===== src/hdl/pext_mult_pkg.sv =====
////////////////////
// Shared types of the packed-SIMD multiplier
// Word, lane and product types, opcode and mode enums, datapath structs
////////////////////
`default_nettype none

package pext_mult_pkg;

  // Plain vector types
  typedef logic [31:0] data_t;
  typedef logic [7:0]  lane_t;
  typedef logic [15:0] half_t;
  typedef logic [17:0] lane_prod_t;
  typedef logic [47:0] prod48_t;

  // Supported operations
  typedef enum logic [2:0] {
    OP_KHM8   = 3'd0,
    OP_KHM16  = 3'd1,
    OP_SMBB16 = 3'd2,
    OP_SMTT16 = 3'd3,
    OP_MUL    = 3'd4,
    OP_MULH   = 3'd5
  } pext_op_e;

  // Kernel arrangement
  typedef enum logic [1:0] {
    M8X8   = 2'd0,
    M16X16 = 2'd1,
    M32X16 = 2'd2
  } mult_mode_e;

  typedef enum logic {
    LOWER = 1'b0,
    UPPER = 1'b1
  } mult_state_e;

  // Operands of the eight lane multipliers, index is the byte lane
  typedef struct packed {
    lane_t [3:0] a;
    lane_t [3:0] b;
    logic  [3:0] a_sign;
    logic  [3:0] b_sign;
  } ker_operands_t;

  typedef struct packed {
    lane_prod_t [3:0] diag;
    data_t      [1:0] prod16;
    prod48_t          prod32x16;
  } ker_sums_t;

endpackage

`default_nettype wire


===== src/hdl/pext_mult_kernel.sv =====
////////////////////
// Baugh-Wooley kernel array
// Eight 9x9 lane multipliers, 16x16 and 32x16 kernel adders
////////////////////
`timescale 1ns/100ps
`default_nettype none

module pext_mult_kernel import pext_mult_pkg::*; (
  input  ker_operands_t ker_i,
  output ker_sums_t     sums_o
);

  lane_prod_t [3:0]   diag_prod;
  data_t      [1:0]   half_prod;
  logic signed [33:0] ker_sum [2];
  logic signed [47:0] ker_lo_ext;
  logic signed [47:0] ker_hi_ext;

  ////////////////////
  // 16x16 kernels
  ////////////////////
  // Kernel k covers byte lanes 2k and 2k+1 of both operands
  for (genvar k = 0; k < 2; k++) begin : g_ker
    logic signed [8:0]  a_lo, a_hi, b_lo, b_hi;
    logic signed [17:0] p00, p01, p10, p11;
    logic signed [33:0] e00, e01, e10, e11;

    // Sign bit from the decoder extends each byte to 9 bits
    assign a_lo = {ker_i.a_sign[2*k],   ker_i.a[2*k]};
    assign a_hi = {ker_i.a_sign[2*k+1], ker_i.a[2*k+1]};
    assign b_lo = {ker_i.b_sign[2*k],   ker_i.b[2*k]};
    assign b_hi = {ker_i.b_sign[2*k+1], ker_i.b[2*k+1]};

    assign p00 = a_lo * b_lo;
    assign p01 = a_lo * b_hi;
    assign p10 = a_hi * b_lo;
    assign p11 = a_hi * b_hi;

    assign e00 = p00;
    assign e01 = p01;
    assign e10 = p10;
    assign e11 = p11;

    // Partial products weighted by byte position
    assign ker_sum[k] = (e11 <<< 16) + ((e01 + e10) <<< 8) + e00;

    assign diag_prod[2*k]   = p00;
    assign diag_prod[2*k+1] = p11;
    assign half_prod[k]     = ker_sum[k][31:0];
  end

  ////////////////////
  // 32x16 adder
  ////////////////////
  // Upper kernel carries A[31:16], lower one the unsigned A[15:0]
  assign ker_lo_ext = ker_sum[0];
  assign ker_hi_ext = ker_sum[1];

  assign sums_o.diag      = diag_prod;
  assign sums_o.prod16    = half_prod;
  assign sums_o.prod32x16 = (ker_hi_ext <<< 16) + ker_lo_ext;

endmodule

`default_nettype wire


===== src/hdl/pext_mult_operands.sv =====
////////////////////
// Kernel operand selector
// Quadrant choice of B bytes and sign bit decode
////////////////////
`timescale 1ns/100ps
`default_nettype none

module pext_mult_operands import pext_mult_pkg::*; (
  input  data_t         op_a_i,
  input  data_t         op_b_i,
  input  mult_mode_e    mode_i,
  input  mult_state_e   state_i,
  output ker_operands_t ker_o
);

  lane_t [3:0] a_bytes;
  lane_t [3:0] b_bytes;
  half_t       b_half;
  logic  [3:0] a_sign;
  logic  [3:0] b_sign;

  assign a_bytes = op_a_i;

  // B half feeding both kernel pairs in 32x16 mode
  assign b_half = (state_i == UPPER) ? op_b_i[31:16] : op_b_i[15:0];

  always_comb begin
    if (mode_i == M32X16) begin
      b_bytes = {b_half, b_half};
    end else begin
      b_bytes = op_b_i;
    end
  end

  ////////////////////
  // Sign decoder
  ////////////////////
  // Low bytes of a wide operand are unsigned and get a zero sign
  always_comb begin
    unique case (mode_i)
      M8X8: begin
        a_sign = {a_bytes[3][7], a_bytes[2][7], a_bytes[1][7], a_bytes[0][7]};
        b_sign = {b_bytes[3][7], b_bytes[2][7], b_bytes[1][7], b_bytes[0][7]};
      end
      M16X16: begin
        a_sign = {a_bytes[3][7], 1'b0, a_bytes[1][7], 1'b0};
        b_sign = {b_bytes[3][7], 1'b0, b_bytes[1][7], 1'b0};
      end
      M32X16: begin
        a_sign = {a_bytes[3][7], 3'b000};
        // Low half of B is the unsigned part of the 32x32 product
        if (state_i == UPPER) begin
          b_sign = {b_half[15], 1'b0, b_half[15], 1'b0};
        end else begin
          b_sign = 4'b0000;
        end
      end
      default: begin
        a_sign = 4'b0000;
        b_sign = 4'b0000;
      end
    endcase
  end

  assign ker_o.a      = a_bytes;
  assign ker_o.b      = b_bytes;
  assign ker_o.a_sign = a_sign;
  assign ker_o.b_sign = b_sign;

endmodule

`default_nettype wire


===== src/hdl/pext_mult_result.sv =====
////////////////////
// Result stage
// 32x32 combining adder, saturation detect, result mux
////////////////////
`timescale 1ns/100ps
`default_nettype none

module pext_mult_result import pext_mult_pkg::*; (
  input  pext_op_e    op_i,
  input  mult_state_e state_i,
  input  ker_sums_t   sums_i,
  input  prod48_t     imd_i,
  input  logic        valid_i,
  output data_t       result_o,
  output logic        set_ov_o
);

  logic signed [63:0] cur_ext;
  logic signed [63:0] imd_ext;
  logic signed [63:0] full_prod;
  logic        [3:0]  sat8;
  logic        [1:0]  sat16;
  lane_t       [3:0]  khm8_res;
  half_t       [1:0]  khm16_res;
  logic               sat_hit;

  // Full product = A*B[31:16] shifted up plus stored A*B[15:0]
  assign cur_ext = $signed(sums_i.prod32x16);

  always_comb begin
    imd_ext = 64'sd0;
    if (state_i == UPPER) begin
      imd_ext = $signed(imd_i);
    end
  end

  assign full_prod = (cur_ext <<< 16) + imd_ext;

  ////////////////////
  // Q7 and Q15 lanes
  ////////////////////
  // Only -1 * -1 reaches these products
  for (genvar i = 0; i < 4; i++) begin : g_q7
    assign sat8[i]     = (sums_i.diag[i] == 18'h0_4000);
    assign khm8_res[i] = sat8[i] ? 8'h7f : sums_i.diag[i][14:7];
  end

  for (genvar j = 0; j < 2; j++) begin : g_q15
    assign sat16[j]     = (sums_i.prod16[j] == 32'h4000_0000);
    assign khm16_res[j] = sat16[j] ? 16'h7fff : sums_i.prod16[j][30:15];
  end

  // Final mux
  always_comb begin
    sat_hit = 1'b0;
    unique case (op_i)
      OP_KHM8: begin
        result_o = khm8_res;
        sat_hit  = |sat8;
      end
      OP_KHM16: begin
        result_o = khm16_res;
        sat_hit  = |sat16;
      end
      OP_SMBB16: result_o = sums_i.prod16[0];
      OP_SMTT16: result_o = sums_i.prod16[1];
      OP_MUL:    result_o = full_prod[31:0];
      OP_MULH:   result_o = full_prod[63:32];
      default:   result_o = '0;
    endcase
  end

  assign set_ov_o = valid_i & sat_hit;

endmodule

`default_nettype wire


===== src/hdl/pext_mult_seq.sv =====
////////////////////
// Multiplier sequencer
// Mode decode, LOWER/UPPER FSM, intermediate product register
////////////////////
`timescale 1ns/100ps
`default_nettype none

module pext_mult_seq import pext_mult_pkg::*; (
  input  logic        clk_i,
  input  logic        rst_ni,
  input  logic        req_i,
  input  pext_op_e    op_i,
  input  ker_sums_t   sums_i,
  input  logic        ready_i,
  output mult_mode_e  mode_o,
  output mult_state_e state_o,
  output prod48_t     imd_o,
  output logic        valid_o
);

  mult_state_e state_q, state_d;
  prod48_t     imd_q;
  logic        two_cycle;
  logic        imd_we;

  // Operation to kernel arrangement
  always_comb begin
    unique case (op_i)
      OP_KHM8:                      mode_o = M8X8;
      OP_KHM16, OP_SMBB16, OP_SMTT16: mode_o = M16X16;
      OP_MUL, OP_MULH:              mode_o = M32X16;
      default:                      mode_o = M8X8;
    endcase
  end

  // Only the 32x32 products need a second pass
  assign two_cycle = (mode_o == M32X16);

  always_comb begin
    state_d = state_q;
    valid_o = 1'b0;
    imd_we  = 1'b0;
    unique case (state_q)
      LOWER: begin
        valid_o = req_i & ~two_cycle;
        if (req_i && two_cycle) begin
          imd_we  = 1'b1;
          state_d = UPPER;
        end
      end
      UPPER: begin
        valid_o = req_i;
        // Hold until the consumer takes it, or the request goes away
        if (ready_i || !req_i) begin
          state_d = LOWER;
        end
      end
    endcase
  end

  always_ff @(posedge clk_i or negedge rst_ni) begin
    if (!rst_ni) begin
      state_q <= LOWER;
      imd_q   <= '0;
    end else begin
      state_q <= state_d;
      if (imd_we) begin
        imd_q <= sums_i.prod32x16;
      end
    end
  end

  assign state_o = state_q;
  assign imd_o   = imd_q;

endmodule

`default_nettype wire


===== src/hdl/pext_mult_top.sv =====
////////////////////
// Packed-SIMD signed multiplier top level
// Sequencer, operand selector, kernel array and result stage
////////////////////
`timescale 1ns/100ps
`default_nettype none

module pext_mult_top import pext_mult_pkg::*; (
  input  logic     clk_i,
  input  logic     rst_ni,

  input  logic     req_i,
  input  pext_op_e op_i,
  input  data_t    op_a_i,
  input  data_t    op_b_i,
  input  logic     ready_i,

  output logic     valid_o,
  output data_t    result_o,
  output logic     set_ov_o
);

  mult_mode_e    mult_mode;
  mult_state_e   state;
  prod48_t       imd_q;
  ker_operands_t ker_ops;
  ker_sums_t     ker_sums;

  pext_mult_seq u_seq (
    .clk_i   (clk_i),
    .rst_ni  (rst_ni),
    .req_i   (req_i),
    .op_i    (op_i),
    .sums_i  (ker_sums),
    .ready_i (ready_i),
    .mode_o  (mult_mode),
    .state_o (state),
    .imd_o   (imd_q),
    .valid_o (valid_o)
  );

  pext_mult_operands u_operands (
    .op_a_i  (op_a_i),
    .op_b_i  (op_b_i),
    .mode_i  (mult_mode),
    .state_i (state),
    .ker_o   (ker_ops)
  );

  pext_mult_kernel u_kernel (
    .ker_i  (ker_ops),
    .sums_o (ker_sums)
  );

  pext_mult_result u_result (
    .op_i     (op_i),
    .state_i  (state),
    .sums_i   (ker_sums),
    .imd_i    (imd_q),
    .valid_i  (valid_o),
    .result_o (result_o),
    .set_ov_o (set_ov_o)
  );

endmodule

`default_nettype wire


===== config.mk =====
export PLATFORM = sky130hd
export DESIGN_NAME = pext_mult_top
export DESIGN_NICKNAME = d
export VERILOG_FILES = /design/src/hdl/pext_mult_pkg.sv /design/src/hdl/pext_mult_kernel.sv /design/src/hdl/pext_mult_operands.sv /design/src/hdl/pext_mult_result.sv /design/src/hdl/pext_mult_seq.sv /design/src/hdl/pext_mult_top.sv
export SDC_FILE = /design/constraint.sdc
export NUM_CORES = 2
export LEC_CHECK = 0
export ABC_AREA = 1
export BUFFER_PORTS_ARGS = -buffer_cell sky130_fd_sc_hd__buf_2
export CAP_MARGIN = 20
export CORE_ASPECT_RATIO = 0.7
export CORE_MARGIN = 3
export CORE_UTILIZATION = 60
export DETAILED_ROUTE_END_ITERATION = 8
export PLACE_DENSITY = 0.8
export SLEW_MARGIN = 20
export SYNTH_ARGS = -nofsm -noshare
export SYNTH_HDL_FRONTEND = slang
export SYNTH_SLANG_ARGS = --single-unit

===== constraint.sdc =====
create_clock -name clk_i -period 19.9 [get_ports clk_i]
set_clock_uncertainty 0.1 [all_clocks]
set_input_delay 3.98 -clock clk_i [delete_from_list [all_inputs] [get_ports clk_i]]
set_output_delay 3.98 -clock clk_i [all_outputs]
set_load 0.01 [all_outputs]

==> impl_metrics.prom <==
# TYPE chip_impl_metric gauge
chip_impl_metric{name="timing_hold_violations_final",unit=""} 0
chip_impl_info{name="cts_tree",value="done"} 1
chip_impl_metric{name="groute.usage.overall",unit="%"} 37.4
chip_impl_metric{name="largest_net_degree_at_the_start_of_global_routing",unit=""} 62
chip_impl_metric{name="req_time_crit_path",unit="ns"} 15.82
chip_impl_metric{name="io_pins",unit=""} 105
chip_impl_metric{name="critical_path.max_stage_delay",unit="ns"} 0.58
chip_impl_metric{name="period_share",unit="%"} 98.6
chip_impl_metric{name="htreeDepth",unit=""} 2
chip_impl_metric{name="syn_inst",unit=""} 4846
chip_impl_metric{name="route.final.wire_length",unit="um"} 120000
chip_impl_metric{name="wl_met3",unit="um"} 15500
chip_impl_info{name="critPathKind",value="in2out"} 1
chip_impl_metric{name="synth_area_per_inst",unit="um2"} 7.54
chip_impl_metric{name="hpwl_after_dpl",unit="um"} 102000
chip_impl_metric{name="grt_pass1_vias",unit=""} 33600
chip_impl_metric{name="critical_path_arrival",unit="ns"} 15.54
chip_impl_info{name="netlist_top_cells_area",value="fa_1, ha_1, inv_1"} 1
chip_impl_metric{name="flow.area_growth_from_synthesis",unit="%"} 13.1
chip_impl_metric{name="port_buffers",unit=""} 104
chip_impl_metric{name="clock_insertion_delay_worst_skew",unit="ns"} 0.31
chip_impl_metric{name="postSynthNetCount",unit=""} 6010
chip_impl_metric{name="detail_route.drc_violations",unit=""} 0
chip_impl_metric{name="initial_utilization",unit="%"} 60.9
chip_impl_metric{name="drtIter0Drc",unit=""} 3231
chip_impl_metric{name="finalWeightedCongestion",unit=""} 1.04
chip_impl_metric{name="met1Wirelength",unit="um"} 49400
chip_impl_metric{name="core_area",unit="um2"} 60100
chip_impl_info{name="synth_top_cell_by_area",value="fa_1"} 1
chip_impl_metric{name="synth-seq-cells",unit=""} 49
chip_impl_metric{name="fillerInstances",unit=""} 4953
chip_impl_metric{name="synthDistinctLibCells",unit=""} 56
chip_impl_metric{name="portion_of_synthesized_cell_area_occupied_by_the_leading_cell_type",unit="%"} 36.1
chip_impl_metric{name="globalRoute.totalOverflow",unit=""} 0
chip_impl_metric{name="detailedRoute.firstPassIterationCount",unit=""} 6
chip_impl_metric{name="post_route_cells_drive_above_1_share",unit="%"} 14.5
chip_impl_metric{name="clock_sink_count",unit=""} 49
chip_impl_metric{name="fp_rows",unit=""} 75
chip_impl_metric{name="clkSlewWorstSetupHoldPaths",unit="ns"} 0.07
chip_impl_metric{name="detail_route.wl_per_cell",unit="um"} 20.1
chip_impl_metric{name="tns",unit="ns"} 0
chip_impl_metric{name="die_h",unit="um"} 213
chip_impl_metric{name="layoutNonFillerInstCount",unit=""} 5979
chip_impl_info{name="worstHoldPathType",value="reg2reg"} 1
chip_impl_metric{name="cts_buffers",unit=""} 5
chip_impl_metric{name="antenna_found_initial",unit=""} 3
chip_impl_metric{name="postCtsHoldBufs",unit=""} 0
chip_impl_metric{name="yosys_warnings",unit=""} 0
chip_impl_info{name="run_status",value="finished, final reports clean"} 1
chip_impl_metric{name="post_synth_instance_area",unit="um2"} 36600
chip_impl_metric{name="maxSlewViolCount",unit=""} 0
chip_impl_info{name="clock-root-buffer",value="clkbuf_16"} 1
chip_impl_metric{name="worstPathMaxFanout",unit=""} 17
chip_impl_metric{name="worst_relative_slew_slack",unit="%"} 27.6
chip_impl_metric{name="synth_sequential_area_ratio",unit="%"} 3.35
chip_impl_metric{name="worstMarginPinSlew",unit="ns"} 1.07
chip_impl_info{name="unrepaired_setup_endpoints_after_global_routing",value="true"} 1
chip_impl_metric{name="grt_pass1_wl",unit="um"} 185000
chip_impl_metric{name="placed_cells",unit=""} 5938
chip_impl_metric{name="vias",unit=""} 33900
chip_impl_metric{name="die_width",unit="um"} 301
chip_impl_metric{name="drv_cap",unit=""} 0
chip_impl_info{name="timing.critical_path.slowest_stage_cell",value="fa_1"} 1
chip_impl_info{name="setup.worst_path.end_class",value="output port"} 1
chip_impl_metric{name="setup_viol_count_final",unit=""} 0
chip_impl_metric{name="die_area",unit="um2"} 64000
chip_impl_metric{name="final_period_minus_worst_setup_slack",unit="ns"} 19.62
chip_impl_metric{name="remaining_antenna_violation_count_after_routing",unit=""} 0
chip_impl_metric{name="via_per_inst",unit=""} 5.67
chip_impl_metric{name="placement.cell_area",unit="um2"} 39900
chip_impl_metric{name="num-nets-final",unit=""} 6333
chip_impl_metric{name="stdcell_area",unit="um2"} 41400
chip_impl_info{name="start_kind",value="input pin"} 1
chip_impl_info{name="route.top_layer_used",value="met5"} 1
chip_impl_info{name="critical_path.most_common_cell",value="nand2_1"} 1
chip_impl_metric{name="max_freq",unit="MHz"} 51.0
chip_impl_metric{name="max-clock-path-buffers",unit=""} 2
chip_impl_metric{name="met2_wirelength",unit="um"} 50600
-- state kept, by name, indices dropped and copies added (netlist names) --
signal         cells
u_seq.imd_o       48
u_seq.state_o      1
-- critical path, delay by kind of cell --
family                     cells  cell delay (ns)
xor gates and xnor gates       3             0.47
buffers and inverters         13             1.36
AOI/OAI and AO/OA              5             0.77
adders and majority gates     12             5.21
and+or+nand+nor               37             3.74
-- cells in the final DEF, fill, tap and decap left out, types with 104 or more instances in the layout --
cell type,count
buf_4,308
nand3_1,144
nor2_1,401
inv_1,1069
a21oi_1,194
o21ai_0,125
buf_2,104
fa_1,657
ha_1,415
nand2_1,949
-- final timing paths --
kind / start / endpoint / slack, ns / cells past startpoint
worst max-delay path: op_i[2] / result_o[23] / 0.28 / 70
worst min-delay path: u_seq.imd_o[23] / u_seq.imd_o[23] / 0.38 / 2
worst max register to register: u_seq.state_o / u_seq.imd_o[46] / 7.97 / 66
worst min register to register: u_seq.imd_o[23] / u_seq.imd_o[23] / 0.38 / 2
max in group asynchronous: rst_ni / u_seq.state_o / 15.47 / 2
min in group asynchronous: rst_ni / u_seq.imd_o[43] / 3.69 / 2
-- metal layers --
| metal | up-vias | global-route usage, % |
|---|---|---|
| met5 | - | 2.16 |
| met4 | 10 | 9.48 |
| met3 | 305 | 11.0 |
| met2 | 1804 | 55.5 |
| met1 | 16300 | 53.5 |
| li1 | 15500 | - |
-- kinds of logic (layout without fill, tap and decap cells) --
kind of cell	after synthesis	count (layout)	share of synthesized area, %
AO/OA/AOI/OAI	526	526	8.18
AND/OR/NAND/NOR	1764	1764	20.5
XOR/XNOR	173	173	4.19
other	0	1	0
flip-flops	49	49	3.35
buffers and inverters	1241	1565	12.8
adder cells (fa/ha/maj)	1093	1093	51.0
-- metrics by stage --
stage               hold WS (ns)  util, %  setup slack [ns]
floorplan                  0.349        -             0.595
global placement           0.365     66.4             0.139
detailed placement         0.368     66.4            -0.224
CTS                        0.387     66.7            0.0176
global route               0.406     68.9            -0.286
finish                     0.380     68.9             0.283
-- Yosys cell counts, drive strengths merged --
library cell     n
xnor2           64
clkinv          22
and3             3
o221ai           3
nand4           46
o2111ai         15
buf             22
inv           1109
nand3          182
a21o            11
o21a             7
a31oi           21
nand3b           8
nor2           432
nand2         1020
fa             660
a21oi          222
nor4            13
a41oi            1
ha             433
or2             17
o31ai            3
a221oi          11
dfrtp           49
o22ai           10
o211ai           9
a211oi           4
o21bai          25
o311ai           1
o21ai          176
o41ai            2
xor2           109
clkbuf          88
nor3            41
and2             2
a21boi           5
-- final cells by class --
class | count | area [um2] | share of cell area, %
diodes | 1 | 2.50 | 0.00605
inverters | 1131 | 4250 | 10.3
multi-input cells | 3556 | 31600 | 76.4
clock buffers | 7 | 143 | 0.345
flip-flops and latches | 49 | 1230 | 2.97
repair buffers | 426 | 3080 | 7.44
well taps | 808 | 1010 | 2.44
clock inverters | 1 | 30.0 | 0.0726
-- repair_timing --
item,CTS,global route
setup buffers,1,26
endpoints found under the setup margin,10,18
resized for setup,9,220
endpoints found under the hold margin,0,0
cloned,0,5
pin swaps,1,79
Power is not shown: default switching activity piles up to over one toggle a cycle in this logic, so the estimate is an artifact.
